## src/rocache_bus_pkg.sv

```systemverilog
`default_nettype none

package rocache_bus_pkg;

  // ----------------------------------------
  // Bus widths
  // ----------------------------------------

  // Both ports carry word addresses, not byte addresses
  localparam int unsigned AddrWidth = 32;
  localparam int unsigned DataWidth = 32;

  typedef logic [AddrWidth-1:0] addr_t;
  typedef logic [DataWidth-1:0] data_t;

  // ----------------------------------------
  // Port payloads
  // ----------------------------------------

  // Processor side read request
  typedef struct packed {
    addr_t addr;
  } cpu_req_t;

  // Memory side read request, one word per transfer
  typedef struct packed {
    addr_t addr;
  } mem_req_t;

endpackage

`default_nettype wire

```

## src/rocache_cfg_pkg.sv

```systemverilog
`default_nettype none

package rocache_cfg_pkg;

  import rocache_bus_pkg::*;

  // Single cacheable window, end_addr is exclusive
  typedef struct packed {
    addr_t start_addr;
    addr_t end_addr;
  } region_t;

  typedef enum logic {
    RouteCache  = 1'b0,
    RouteBypass = 1'b1
  } route_e;

  // ----------------------------------------
  // Cache line helpers
  // ----------------------------------------

  // Tag bits left over after the line index and the word offset
  function automatic int unsigned tag_width(input int unsigned line_count,
                                            input int unsigned line_words);
    return AddrWidth - $clog2(line_count) - $clog2(line_words);
  endfunction

  function automatic logic in_region(input region_t region, input addr_t addr);
    return (addr >= region.start_addr) && (addr < region.end_addr);
  endfunction

endpackage

`default_nettype wire

```

## src/rocache_router.sv

```systemverilog
`timescale 1ns/100ps
`default_nettype none

module rocache_router
  import rocache_bus_pkg::*;
  import rocache_cfg_pkg::*;
(
  input  logic     clk_i,
  input  logic     rst_ni,
  input  logic     enable_i,
  input  region_t  region_i,
  input  logic     busy_i,
  // Processor port
  input  cpu_req_t cpu_req_i,
  input  logic     cpu_req_valid_i,
  output logic     cpu_req_ready_o,
  output data_t    cpu_rsp_data_o,
  output logic     cpu_rsp_valid_o,
  input  logic     cpu_rsp_ready_i,
  // Lookup side
  output logic     lookup_valid_o,
  output addr_t    lookup_addr_o,
  input  logic     lookup_hit_i,
  input  data_t    lookup_data_i,
  input  logic     lookup_done_i,
  // Fill side
  output logic     fill_valid_o,
  output addr_t    fill_addr_o,
  input  logic     fill_done_i,
  input  data_t    fill_data_i,
  // Bypass side
  output logic     byp_req_valid_o,
  input  logic     byp_req_ready_i,
  output addr_t    byp_addr_o,
  input  logic     byp_rsp_valid_i,
  input  data_t    byp_rsp_data_i
);

  typedef enum logic [2:0] {
    StIdle,
    StLookup,
    StFill,
    StBypReq,
    StBypRsp,
    StRespond
  } state_e;

  state_e state_q, state_d;
  route_e route;
  logic   accept;
  logic   rsp_load;
  data_t  rsp_data_d;
  data_t  rsp_data_q;
  addr_t  addr_q;

  // Bypass is the default route
  assign route = (enable_i && in_region(region_i, cpu_req_i.addr)) ? RouteCache : RouteBypass;

  assign cpu_req_ready_o = (state_q == StIdle) && !busy_i;
  assign accept          = cpu_req_valid_i && cpu_req_ready_o;

  // Lookup starts in the accept cycle so a hit answers two cycles later
  assign lookup_valid_o = accept && (route == RouteCache);
  assign lookup_addr_o  = cpu_req_i.addr;

  assign fill_valid_o = (state_q == StLookup) && lookup_done_i && !lookup_hit_i;
  assign fill_addr_o  = addr_q;

  assign byp_req_valid_o = (state_q == StBypReq);
  assign byp_addr_o      = addr_q;

  assign cpu_rsp_valid_o = (state_q == StRespond);
  assign cpu_rsp_data_o  = rsp_data_q;

  always_comb begin
    state_d    = state_q;
    rsp_load   = 1'b0;
    rsp_data_d = lookup_data_i;
    unique case (state_q)
      StIdle: begin
        if (accept) begin
          state_d = (route == RouteCache) ? StLookup : StBypReq;
        end
      end
      StLookup: begin
        if (lookup_done_i) begin
          if (lookup_hit_i) begin
            state_d  = StRespond;
            rsp_load = 1'b1;
          end else begin
            state_d = StFill;
          end
        end
      end
      StFill: begin
        if (fill_done_i) begin
          state_d    = StRespond;
          rsp_load   = 1'b1;
          rsp_data_d = fill_data_i;
        end
      end
      StBypReq: begin
        if (byp_req_ready_i) begin
          state_d = StBypRsp;
        end
      end
      StBypRsp: begin
        if (byp_rsp_valid_i) begin
          state_d    = StRespond;
          rsp_load   = 1'b1;
          rsp_data_d = byp_rsp_data_i;
        end
      end
      StRespond: begin
        // Response held until the processor takes it
        if (cpu_rsp_ready_i) begin
          state_d = StIdle;
        end
      end
      default: begin
        state_d = StIdle;
      end
    endcase
  end

  always_ff @(posedge clk_i or negedge rst_ni) begin
    if (!rst_ni) begin
      state_q <= StIdle;
    end else begin
      state_q <= state_d;
    end
  end

  always_ff @(posedge clk_i) begin
    if (accept) begin
      addr_q <= cpu_req_i.addr;
    end
    if (rsp_load) begin
      rsp_data_q <= rsp_data_d;
    end
  end

endmodule

`default_nettype wire

```

## src/rocache_lookup.sv

```systemverilog
`timescale 1ns/100ps
`default_nettype none

module rocache_lookup
  import rocache_bus_pkg::*;
  import rocache_cfg_pkg::*;
#(
  parameter int unsigned LineCount = 16,
  parameter int unsigned LineWords = 4,
  localparam int unsigned OffWidth = $clog2(LineWords),
  localparam int unsigned IdxWidth = $clog2(LineCount),
  localparam int unsigned TagWidth = tag_width(LineCount, LineWords)
) (
  input  logic                  clk_i,
  input  logic                  rst_ni,
  input  logic                  flush_valid_i,
  output logic                  flush_ready_o,
  output logic                  busy_o,
  // Lookup port
  input  logic                  lookup_valid_i,
  input  addr_t                 lookup_addr_i,
  output logic                  lookup_hit_o,
  output data_t                 lookup_data_o,
  output logic                  lookup_done_o,
  // Line write port
  input  logic                  line_write_i,
  input  logic [IdxWidth-1:0]   line_index_i,
  input  logic [TagWidth-1:0]   line_tag_i,
  input  data_t [LineWords-1:0] line_data_i
);

  logic [LineCount-1:0]  valid_q;
  logic [TagWidth-1:0]   tag_q  [LineCount];
  data_t [LineWords-1:0] data_q [LineCount];

  logic [OffWidth-1:0] rd_off;
  logic [IdxWidth-1:0] rd_idx;
  logic [TagWidth-1:0] rd_tag;

  logic                flush_busy_q;
  logic [IdxWidth-1:0] flush_idx_q;
  logic                flush_start;
  logic                flush_last;

  // Word address split: tag | index | offset
  assign rd_off = lookup_addr_i[OffWidth-1:0];
  assign rd_idx = lookup_addr_i[OffWidth +: IdxWidth];
  assign rd_tag = lookup_addr_i[AddrWidth-1 -: TagWidth];

  // ----------------------------------------
  // Flush walk
  // ----------------------------------------

  // A lookup in the same cycle wins, the flush waits one cycle
  assign flush_start   = flush_valid_i && !flush_busy_q && !lookup_valid_i;
  assign flush_last    = flush_busy_q && (&flush_idx_q);
  assign flush_ready_o = flush_last;
  assign busy_o        = flush_busy_q;

  always_ff @(posedge clk_i or negedge rst_ni) begin
    if (!rst_ni) begin
      flush_busy_q <= 1'b0;
      flush_idx_q  <= '0;
    end else if (flush_start) begin
      flush_busy_q <= 1'b1;
      flush_idx_q  <= '0;
    end else if (flush_busy_q) begin
      flush_busy_q <= !flush_last;
      flush_idx_q  <= flush_idx_q + 1'b1;
    end
  end

  // ----------------------------------------
  // Arrays
  // ----------------------------------------

  // One valid bit cleared per flush cycle, a line write sets its bit
  always_ff @(posedge clk_i or negedge rst_ni) begin
    if (!rst_ni) begin
      valid_q <= '0;
    end else begin
      if (flush_busy_q) begin
        valid_q[flush_idx_q] <= 1'b0;
      end
      if (line_write_i) begin
        valid_q[line_index_i] <= 1'b1;
      end
    end
  end

  always_ff @(posedge clk_i) begin
    if (line_write_i) begin
      tag_q[line_index_i]  <= line_tag_i;
      data_q[line_index_i] <= line_data_i;
    end
  end

  // ----------------------------------------
  // Read and tag compare
  // ----------------------------------------

  always_ff @(posedge clk_i or negedge rst_ni) begin
    if (!rst_ni) begin
      lookup_done_o <= 1'b0;
      lookup_hit_o  <= 1'b0;
    end else begin
      lookup_done_o <= lookup_valid_i;
      lookup_hit_o  <= lookup_valid_i && valid_q[rd_idx] && (tag_q[rd_idx] == rd_tag);
    end
  end

  // Addressed word of the line
  always_ff @(posedge clk_i) begin
    if (lookup_valid_i) begin
      lookup_data_o <= data_q[rd_idx][rd_off];
    end
  end

endmodule

`default_nettype wire

```

## src/rocache_refill.sv

```systemverilog
`timescale 1ns/100ps
`default_nettype none

module rocache_refill
  import rocache_bus_pkg::*;
  import rocache_cfg_pkg::*;
#(
  parameter int unsigned LineCount = 16,
  parameter int unsigned LineWords = 4,
  localparam int unsigned OffWidth = $clog2(LineWords),
  localparam int unsigned IdxWidth = $clog2(LineCount),
  localparam int unsigned TagWidth = tag_width(LineCount, LineWords)
) (
  input  logic                  clk_i,
  input  logic                  rst_ni,
  // Fill request from the router
  input  logic                  fill_valid_i,
  input  addr_t                 fill_addr_i,
  output logic                  fill_done_o,
  output data_t                 fill_data_o,
  // Memory side
  output logic                  req_valid_o,
  input  logic                  req_ready_i,
  output addr_t                 req_addr_o,
  input  logic                  rsp_valid_i,
  input  data_t                 rsp_data_i,
  // Line write into the arrays
  output logic                  line_write_o,
  output logic [IdxWidth-1:0]   line_index_o,
  output logic [TagWidth-1:0]   line_tag_o,
  output data_t [LineWords-1:0] line_data_o
);

  typedef enum logic [1:0] {
    FillIdle,
    FillReq,
    FillWait,
    FillDone
  } state_e;

  state_e                state_q, state_d;
  addr_t                 addr_q;
  logic [OffWidth-1:0]   cnt_q;
  logic                  cnt_last;
  data_t [LineWords-1:0] buf_q;

  assign cnt_last = &cnt_q;

  // Words are read in order from the line-aligned address
  assign req_valid_o = (state_q == FillReq);
  assign req_addr_o  = {addr_q[AddrWidth-1:OffWidth], cnt_q};

  assign line_write_o = (state_q == FillDone);
  assign line_index_o = addr_q[OffWidth +: IdxWidth];
  assign line_tag_o   = addr_q[AddrWidth-1 -: TagWidth];
  assign line_data_o  = buf_q;

  // Requested word goes back together with the line write
  assign fill_done_o = (state_q == FillDone);
  assign fill_data_o = buf_q[addr_q[OffWidth-1:0]];

  always_comb begin
    state_d = state_q;
    unique case (state_q)
      FillIdle: begin
        if (fill_valid_i) begin
          state_d = FillReq;
        end
      end
      FillReq: begin
        if (req_ready_i) begin
          state_d = FillWait;
        end
      end
      FillWait: begin
        if (rsp_valid_i) begin
          state_d = cnt_last ? FillDone : FillReq;
        end
      end
      FillDone: begin
        state_d = FillIdle;
      end
      default: begin
        state_d = FillIdle;
      end
    endcase
  end

  always_ff @(posedge clk_i or negedge rst_ni) begin
    if (!rst_ni) begin
      state_q <= FillIdle;
      cnt_q   <= '0;
    end else begin
      state_q <= state_d;
      if ((state_q == FillIdle) && fill_valid_i) begin
        cnt_q <= '0;
      end else if ((state_q == FillWait) && rsp_valid_i) begin
        cnt_q <= cnt_q + 1'b1;
      end
    end
  end

  // Line buffer
  always_ff @(posedge clk_i) begin
    if ((state_q == FillIdle) && fill_valid_i) begin
      addr_q <= fill_addr_i;
    end
    if ((state_q == FillWait) && rsp_valid_i) begin
      buf_q[cnt_q] <= rsp_data_i;
    end
  end

endmodule

`default_nettype wire

```

## src/rocache_mem_mux.sv

```systemverilog
`timescale 1ns/100ps
`default_nettype none

module rocache_mem_mux
  import rocache_bus_pkg::*;
(
  input  logic     clk_i,
  input  logic     rst_ni,
  // Bypass client
  input  logic     byp_req_valid_i,
  output logic     byp_req_ready_o,
  input  addr_t    byp_addr_i,
  output logic     byp_rsp_valid_o,
  output data_t    byp_rsp_data_o,
  // Refill client
  input  logic     fill_req_valid_i,
  output logic     fill_req_ready_o,
  input  addr_t    fill_addr_i,
  output logic     fill_rsp_valid_o,
  output data_t    fill_rsp_data_o,
  // Memory port
  output mem_req_t mem_req_o,
  output logic     mem_req_valid_o,
  input  logic     mem_req_ready_i,
  input  data_t    mem_rsp_data_i,
  input  logic     mem_rsp_valid_i
);

  logic pending_q;
  logic owner_fill_q;
  logic mem_fire;

  // Refill has priority, nothing new goes out while a response is due
  assign mem_req_valid_o  = !pending_q && (fill_req_valid_i || byp_req_valid_i);
  assign mem_req_o.addr   = fill_req_valid_i ? fill_addr_i : byp_addr_i;
  assign fill_req_ready_o = !pending_q && mem_req_ready_i;
  assign byp_req_ready_o  = !pending_q && mem_req_ready_i && !fill_req_valid_i;
  assign mem_fire         = mem_req_valid_o && mem_req_ready_i;

  // Response steering
  assign fill_rsp_valid_o = mem_rsp_valid_i && owner_fill_q;
  assign byp_rsp_valid_o  = mem_rsp_valid_i && !owner_fill_q;
  assign fill_rsp_data_o  = mem_rsp_data_i;
  assign byp_rsp_data_o   = mem_rsp_data_i;

  always_ff @(posedge clk_i or negedge rst_ni) begin
    if (!rst_ni) begin
      pending_q    <= 1'b0;
      owner_fill_q <= 1'b0;
    end else if (mem_fire) begin
      pending_q    <= 1'b1;
      owner_fill_q <= fill_req_valid_i;
    end else if (mem_rsp_valid_i) begin
      pending_q <= 1'b0;
    end
  end

endmodule

`default_nettype wire

```

## src/rocache_top.sv

```systemverilog
`timescale 1ns/100ps
`default_nettype none

module rocache_top
  import rocache_bus_pkg::*;
  import rocache_cfg_pkg::*;
#(
  parameter int unsigned LineCount = 16,
  parameter int unsigned LineWords = 4
) (
  input  logic     clk_i,
  input  logic     rst_ni,
  input  logic     enable_i,
  input  region_t  region_i,
  input  logic     flush_valid_i,
  output logic     flush_ready_o,
  // Processor port
  input  cpu_req_t cpu_req_i,
  input  logic     cpu_req_valid_i,
  output logic     cpu_req_ready_o,
  output data_t    cpu_rsp_data_o,
  output logic     cpu_rsp_valid_o,
  input  logic     cpu_rsp_ready_i,
  // Memory port
  output mem_req_t mem_req_o,
  output logic     mem_req_valid_o,
  input  logic     mem_req_ready_i,
  input  data_t    mem_rsp_data_i,
  input  logic     mem_rsp_valid_i
);

  localparam int unsigned IdxWidth = $clog2(LineCount);
  localparam int unsigned TagWidth = tag_width(LineCount, LineWords);

  logic busy;

  // Router to lookup
  logic  lookup_valid;
  addr_t lookup_addr;
  logic  lookup_hit;
  data_t lookup_data;
  logic  lookup_done;

  // Router to refill
  logic  fill_valid;
  addr_t fill_addr;
  logic  fill_done;
  data_t fill_data;

  // Clients of the memory mux
  logic  byp_req_valid;
  logic  byp_req_ready;
  addr_t byp_addr;
  logic  byp_rsp_valid;
  data_t byp_rsp_data;
  logic  refill_req_valid;
  logic  refill_req_ready;
  addr_t refill_req_addr;
  logic  refill_rsp_valid;
  data_t refill_rsp_data;

  // Line write port
  logic                  line_write;
  logic [IdxWidth-1:0]   line_index;
  logic [TagWidth-1:0]   line_tag;
  data_t [LineWords-1:0] line_data;

  rocache_router i_router (
    .clk_i,
    .rst_ni,
    .enable_i,
    .region_i,
    .busy_i          ( busy           ),
    .cpu_req_i,
    .cpu_req_valid_i,
    .cpu_req_ready_o,
    .cpu_rsp_data_o,
    .cpu_rsp_valid_o,
    .cpu_rsp_ready_i,
    .lookup_valid_o  ( lookup_valid   ),
    .lookup_addr_o   ( lookup_addr    ),
    .lookup_hit_i    ( lookup_hit     ),
    .lookup_data_i   ( lookup_data    ),
    .lookup_done_i   ( lookup_done    ),
    .fill_valid_o    ( fill_valid     ),
    .fill_addr_o     ( fill_addr      ),
    .fill_done_i     ( fill_done      ),
    .fill_data_i     ( fill_data      ),
    .byp_req_valid_o ( byp_req_valid  ),
    .byp_req_ready_i ( byp_req_ready  ),
    .byp_addr_o      ( byp_addr       ),
    .byp_rsp_valid_i ( byp_rsp_valid  ),
    .byp_rsp_data_i  ( byp_rsp_data   )
  );

  rocache_lookup #(
    .LineCount ( LineCount ),
    .LineWords ( LineWords )
  ) i_lookup (
    .clk_i,
    .rst_ni,
    .flush_valid_i,
    .flush_ready_o,
    .busy_o         ( busy         ),
    .lookup_valid_i ( lookup_valid ),
    .lookup_addr_i  ( lookup_addr  ),
    .lookup_hit_o   ( lookup_hit   ),
    .lookup_data_o  ( lookup_data  ),
    .lookup_done_o  ( lookup_done  ),
    .line_write_i   ( line_write   ),
    .line_index_i   ( line_index   ),
    .line_tag_i     ( line_tag     ),
    .line_data_i    ( line_data    )
  );

  rocache_refill #(
    .LineCount ( LineCount ),
    .LineWords ( LineWords )
  ) i_refill (
    .clk_i,
    .rst_ni,
    .fill_valid_i ( fill_valid       ),
    .fill_addr_i  ( fill_addr        ),
    .fill_done_o  ( fill_done        ),
    .fill_data_o  ( fill_data        ),
    .req_valid_o  ( refill_req_valid ),
    .req_ready_i  ( refill_req_ready ),
    .req_addr_o   ( refill_req_addr  ),
    .rsp_valid_i  ( refill_rsp_valid ),
    .rsp_data_i   ( refill_rsp_data  ),
    .line_write_o ( line_write       ),
    .line_index_o ( line_index       ),
    .line_tag_o   ( line_tag         ),
    .line_data_o  ( line_data        )
  );

  rocache_mem_mux i_mem_mux (
    .clk_i,
    .rst_ni,
    .byp_req_valid_i  ( byp_req_valid    ),
    .byp_req_ready_o  ( byp_req_ready    ),
    .byp_addr_i       ( byp_addr         ),
    .byp_rsp_valid_o  ( byp_rsp_valid    ),
    .byp_rsp_data_o   ( byp_rsp_data     ),
    .fill_req_valid_i ( refill_req_valid ),
    .fill_req_ready_o ( refill_req_ready ),
    .fill_addr_i      ( refill_req_addr  ),
    .fill_rsp_valid_o ( refill_rsp_valid ),
    .fill_rsp_data_o  ( refill_rsp_data  ),
    .mem_req_o,
    .mem_req_valid_o,
    .mem_req_ready_i,
    .mem_rsp_data_i,
    .mem_rsp_valid_i
  );

endmodule

`default_nettype wire

```

## config.mk

```make
export PLATFORM = sky130hd
export DESIGN_NAME = rocache_top
export DESIGN_NICKNAME = d
export VERILOG_FILES = /design/src/rocache_bus_pkg.sv /design/src/rocache_cfg_pkg.sv /design/src/rocache_router.sv /design/src/rocache_lookup.sv /design/src/rocache_refill.sv /design/src/rocache_mem_mux.sv /design/src/rocache_top.sv
export SDC_FILE = /design/constraint.sdc
export NUM_CORES = 2
export LEC_CHECK = 0
export BUFFER_PORTS_ARGS = -buffer_cell sky130_fd_sc_hd__buf_2
export CAP_MARGIN = 40
export CORE_ASPECT_RATIO = 0.6
export CORE_MARGIN = 2
export CORE_UTILIZATION = 25
export CTS_CLUSTER_SIZE = 10
export DETAILED_ROUTE_END_ITERATION = 10
export GPL_TIMING_DRIVEN = 0
export SYNTH_ARGS = -nofsm -noshare
export SYNTH_HDL_FRONTEND = slang
export SYNTH_SLANG_ARGS = --single-unit
export TNS_END_PERCENT = 5
```

## constraint.sdc

```tcl
create_clock -name clk_i -period 13.13 [get_ports clk_i]
set_input_delay 2.626 -clock clk_i [delete_from_list [all_inputs] [get_ports clk_i]]
set_output_delay 2.626 -clock clk_i [all_outputs]
set_load 0.005 [all_outputs]
```

==> flow_metrics.tcl <==
set metrics [dict create \
    max_freq_mhz 157 \
    worstReg2RegStart "i_refill.state_q[1]" \
    timing.rr.end "i_lookup.data_q[3][12]" \
    yosys.cell_count.top_type "edfxtp_1" \
    clkTransAtPathRegs_ns 0.05 \
    htreeDepth 5 \
    postCtsResizedCells 0 \
    fin_cells 11000 \
    cts_inserted_buffers 319 \
    areaGrowthSynthToFinish_pct 20.3 \
    wl_per_cell_um 28.7 \
    tritoncts "yes" \
    synth_cells 4502 \
    nNetsFinal 5556 \
    dp_hpwl_um 222000 \
    yosys.area.top_type "edfxtp_1" \
    root_buffer "clkbuf_16" \
    ys_top_cells_by_area "edfxtp_1 (77%), mux4_2 (17%), ha_1 (0.83%), dfrtp_1 (0.75%), nand2_1 (0.52%)" \
    grt_first_pass_wirelength_um 432000 \
    holdCritStartpoint "i_router.byp_addr_o[22]" \
    hold_path_class "reg2reg" \
    worst-setup-path-type "in2reg" \
    vias_per_cell 4.93 \
    gr-total-overflow 0 \
    pin_count 204 \
    grt_pass1_vias 52900 \
    synth.yosys.seq_area_share 0.775 \
    final_util 0.302 \
    core_area_mm2 0.424 \
    max-cap-violations 0 \
    grt_use_total 0.142 \
    rsz0062_at_grt "false" \
    ant_nets 0 \
    finalSetupViolations 0 \
    cp-end-kind "flop" \
    leakage_nw 40.6 \
    rows 185 \
    maxSlewHeadroom 0.282 \
    syn_nets 4709 \
    critPathLaunch "cpu_req_i[0]" \
    fill_cells 40200 \
    synth_cell_types 60 \
    dr_total_vias 54200 \
    switching_power_mw 3.90 \
    fin_setup_tns_ns 0 \
    synth_ff_type "edfxtp_1" \
    start_util 0.251 \
    status "completed" \
    post-cts-setup-buffer-count 0 \
    min_to "i_refill.addr_q[22]" \
    worstPathArrival_ns 6.88 \
    drtPass1Iterations 6 \
    synth_edf_count 2720 \
    wirelength_um 316000 \
    gp_congestion 0.801 \
    cp-start-kind "primary input" \
    combPwrFrac 0.057 \
    avgSynthCellArea_um2 23.7 \
    path_max_fanout 20 \
    hold_buffers 0 \
    die_y_um 510 \
    portBuffers 203 \
    die_w_um 847 \
    rr_worst_depth 10 \
    syn-cell-area_mm2 0.106 \
    period_minus_slack_ns 6.36 \
    cts_sinks 2752 \
    power.share.sequential 0.523 \
    synthArstFlopShare 0.0116 \
    grt_start_max_net_pins 33 \
    worst_slew_pin_slew_ns 1.08 \
    die_area_mm2 0.431 \
    power.internal_mw 14.5 \
    drive_gt1_frac 0.338 \
    period_share 0.484 \
    synth_top_cell_area_share 0.767 \
    synthTopCellsByCount "edfxtp_1 (2,720), mux4_2 (807), nand2_1 (147)" \
    first_iter_violations 8759 \
    hold_viol_final 0 \
    clock_skew_ns 0.0631 \
    final-max-slew-violation-count 0 \
    p_per_area_mw_per_mm2 143 \
    clkPwrFrac 0.420 \
    total_power_mw 18.4 \
    antenna_found_initial 36 \
    clk_path_buf_depth 4 \
    sw_frac_of_total 0.212 \
    cp_data_required_time_ns 13.65 \
    drc 0 \
    clock_latency_ns 0.87 \
    holdPathStages 0 \
    ys_seq_elements 2752 \
    vdd_drop_max_mv 0.109 \
    ys_warn_count 0 \
    dp_cells 10600 \
    rrSetupSlack_ns 9.60 \
]
-- through the flow --
stage               setup WS [ns]  hold slack [ns]  instance area (µm²)
floorplan                   0.837            0.426               106000
global placement           -15.35            0.432               115000
detailed placement           5.94            0.434               120000
CTS                          6.82            0.447               128000
global route                 6.63            0.453               128000
finish                       6.77            0.446               128000
-- cell families after synthesis --
logic type,after synthesis,synth area share
adders and majority gates,71,0.00834
xor gates and xnor gates,36,0.00296
AOI/OAI and AO/OA,174,0.0117
buffers and inverters,329,0.0141
DFF,2752,0.775
and+or+nand+nor,275,0.0118
muxes,865,0.176
-- placed cells by master (no fill, tap or decap), types with 29 or more instances in the layout --
cell,count
a21oi_1,34
ha_1,71
buf_4,86
mux2i_1,54
buf_6,95
buf_12,84
buf_16,41
a222oi_1,32
edfxtp_1,2720
nand2_1,146
buf_2,277
mux4_2,807
inv_1,110
buf_8,44
dfrtp_1,32
xnor2_1,29
clkbuf_1,93
clkbuf_16,330
-- power by group through the flow --
stage / clock network, mW / registers, mW / logic, mW
2_1_floorplan: 0 / 9.78 / 0.586
6_report: 7.71 / 9.62 / 1.04
3_3_place_gp: 0 / 9.80 / 0.982
3_5_place_dp: 0 / 9.80 / 1.03
4_1_cts: 7.81 / 9.62 / 1.04
5_1_grt: 8.14 / 9.62 / 1.10
-- final cells by class --
| cell class | count | area (µm²) | share of cell area |
|---|---|---|---|
| diodes | 5 | 12.5 | 0.0000977 |
| plain buffers | 217 | 1110 | 0.00866 |
| clock buffers | 344 | 8310 | 0.0649 |
| clock inverters | 15 | 159 | 0.00124 |
| inverters | 112 | 420 | 0.00328 |
| multi-input cells | 1421 | 22600 | 0.177 |
| flip-flops and latches | 2752 | 82500 | 0.644 |
| well taps | 5610 | 7020 | 0.0548 |
| repair buffers | 526 | 5920 | 0.0463 |
-- flip-flops by register name, indices dropped and copies added, names as in the netlist --
name,flops
i_refill.state_q,2
i_lookup.busy_o,1
i_lookup.lookup_hit_o,1
i_lookup.valid_q,16
i_router.byp_addr_o,32
i_lookup.flush_idx_q,4
i_lookup.data_q,2048
i_router.state_q,3
i_refill.line_data_o,128
i_lookup.lookup_done_o,1
i_lookup.tag_q,416
i_refill.cnt_q,2
i_router.cpu_rsp_data_o,32
i_lookup.lookup_data_o,32
i_mem_mux.owner_fill_q,1
i_refill.addr_q,32
i_mem_mux.pending_q,1
-- critical path, cell delays in order --
cell and delay [ns]:
buf_2 0.10, clkbuf_2 0.66, buf_1 0.41, inv_1 0.21, ha_1 0.32, nor2b_1 0.04
o21ai_0 0.17, a41oi_1 0.17, o221ai_1 0.49, a41o_1 0.60, and3_4 0.63, buf_12 0.30
-- routing by layer --
metal / track usage / share of wire / vias up
li1: - / - / 20800
met1: 0.206 / 0.42 / 29500
met4: 0.0271 / 0.020 / 8
met5: 0 / 0.00014 / -
met2: 0.211 / 0.44 / 3448
met3: 0.0427 / 0.12 / 435
-- worst max-delay path by stage --
stage,cells after the start,end,slack (ns)
final,12,i_lookup.lookup_data_o[8],6.77
after global routing,12,i_lookup.lookup_data_o[8],6.63
after CTS,12,i_lookup.lookup_data_o[8],6.82
after detailed placement,12,i_lookup.lookup_data_o[11],5.94
after global placement,4,i_lookup.data_q[0][13],-15.35
after floorplan,4,i_lookup.data_q[0][0],0.84
No activity file was read; power rests on OpenSTA's default activity.
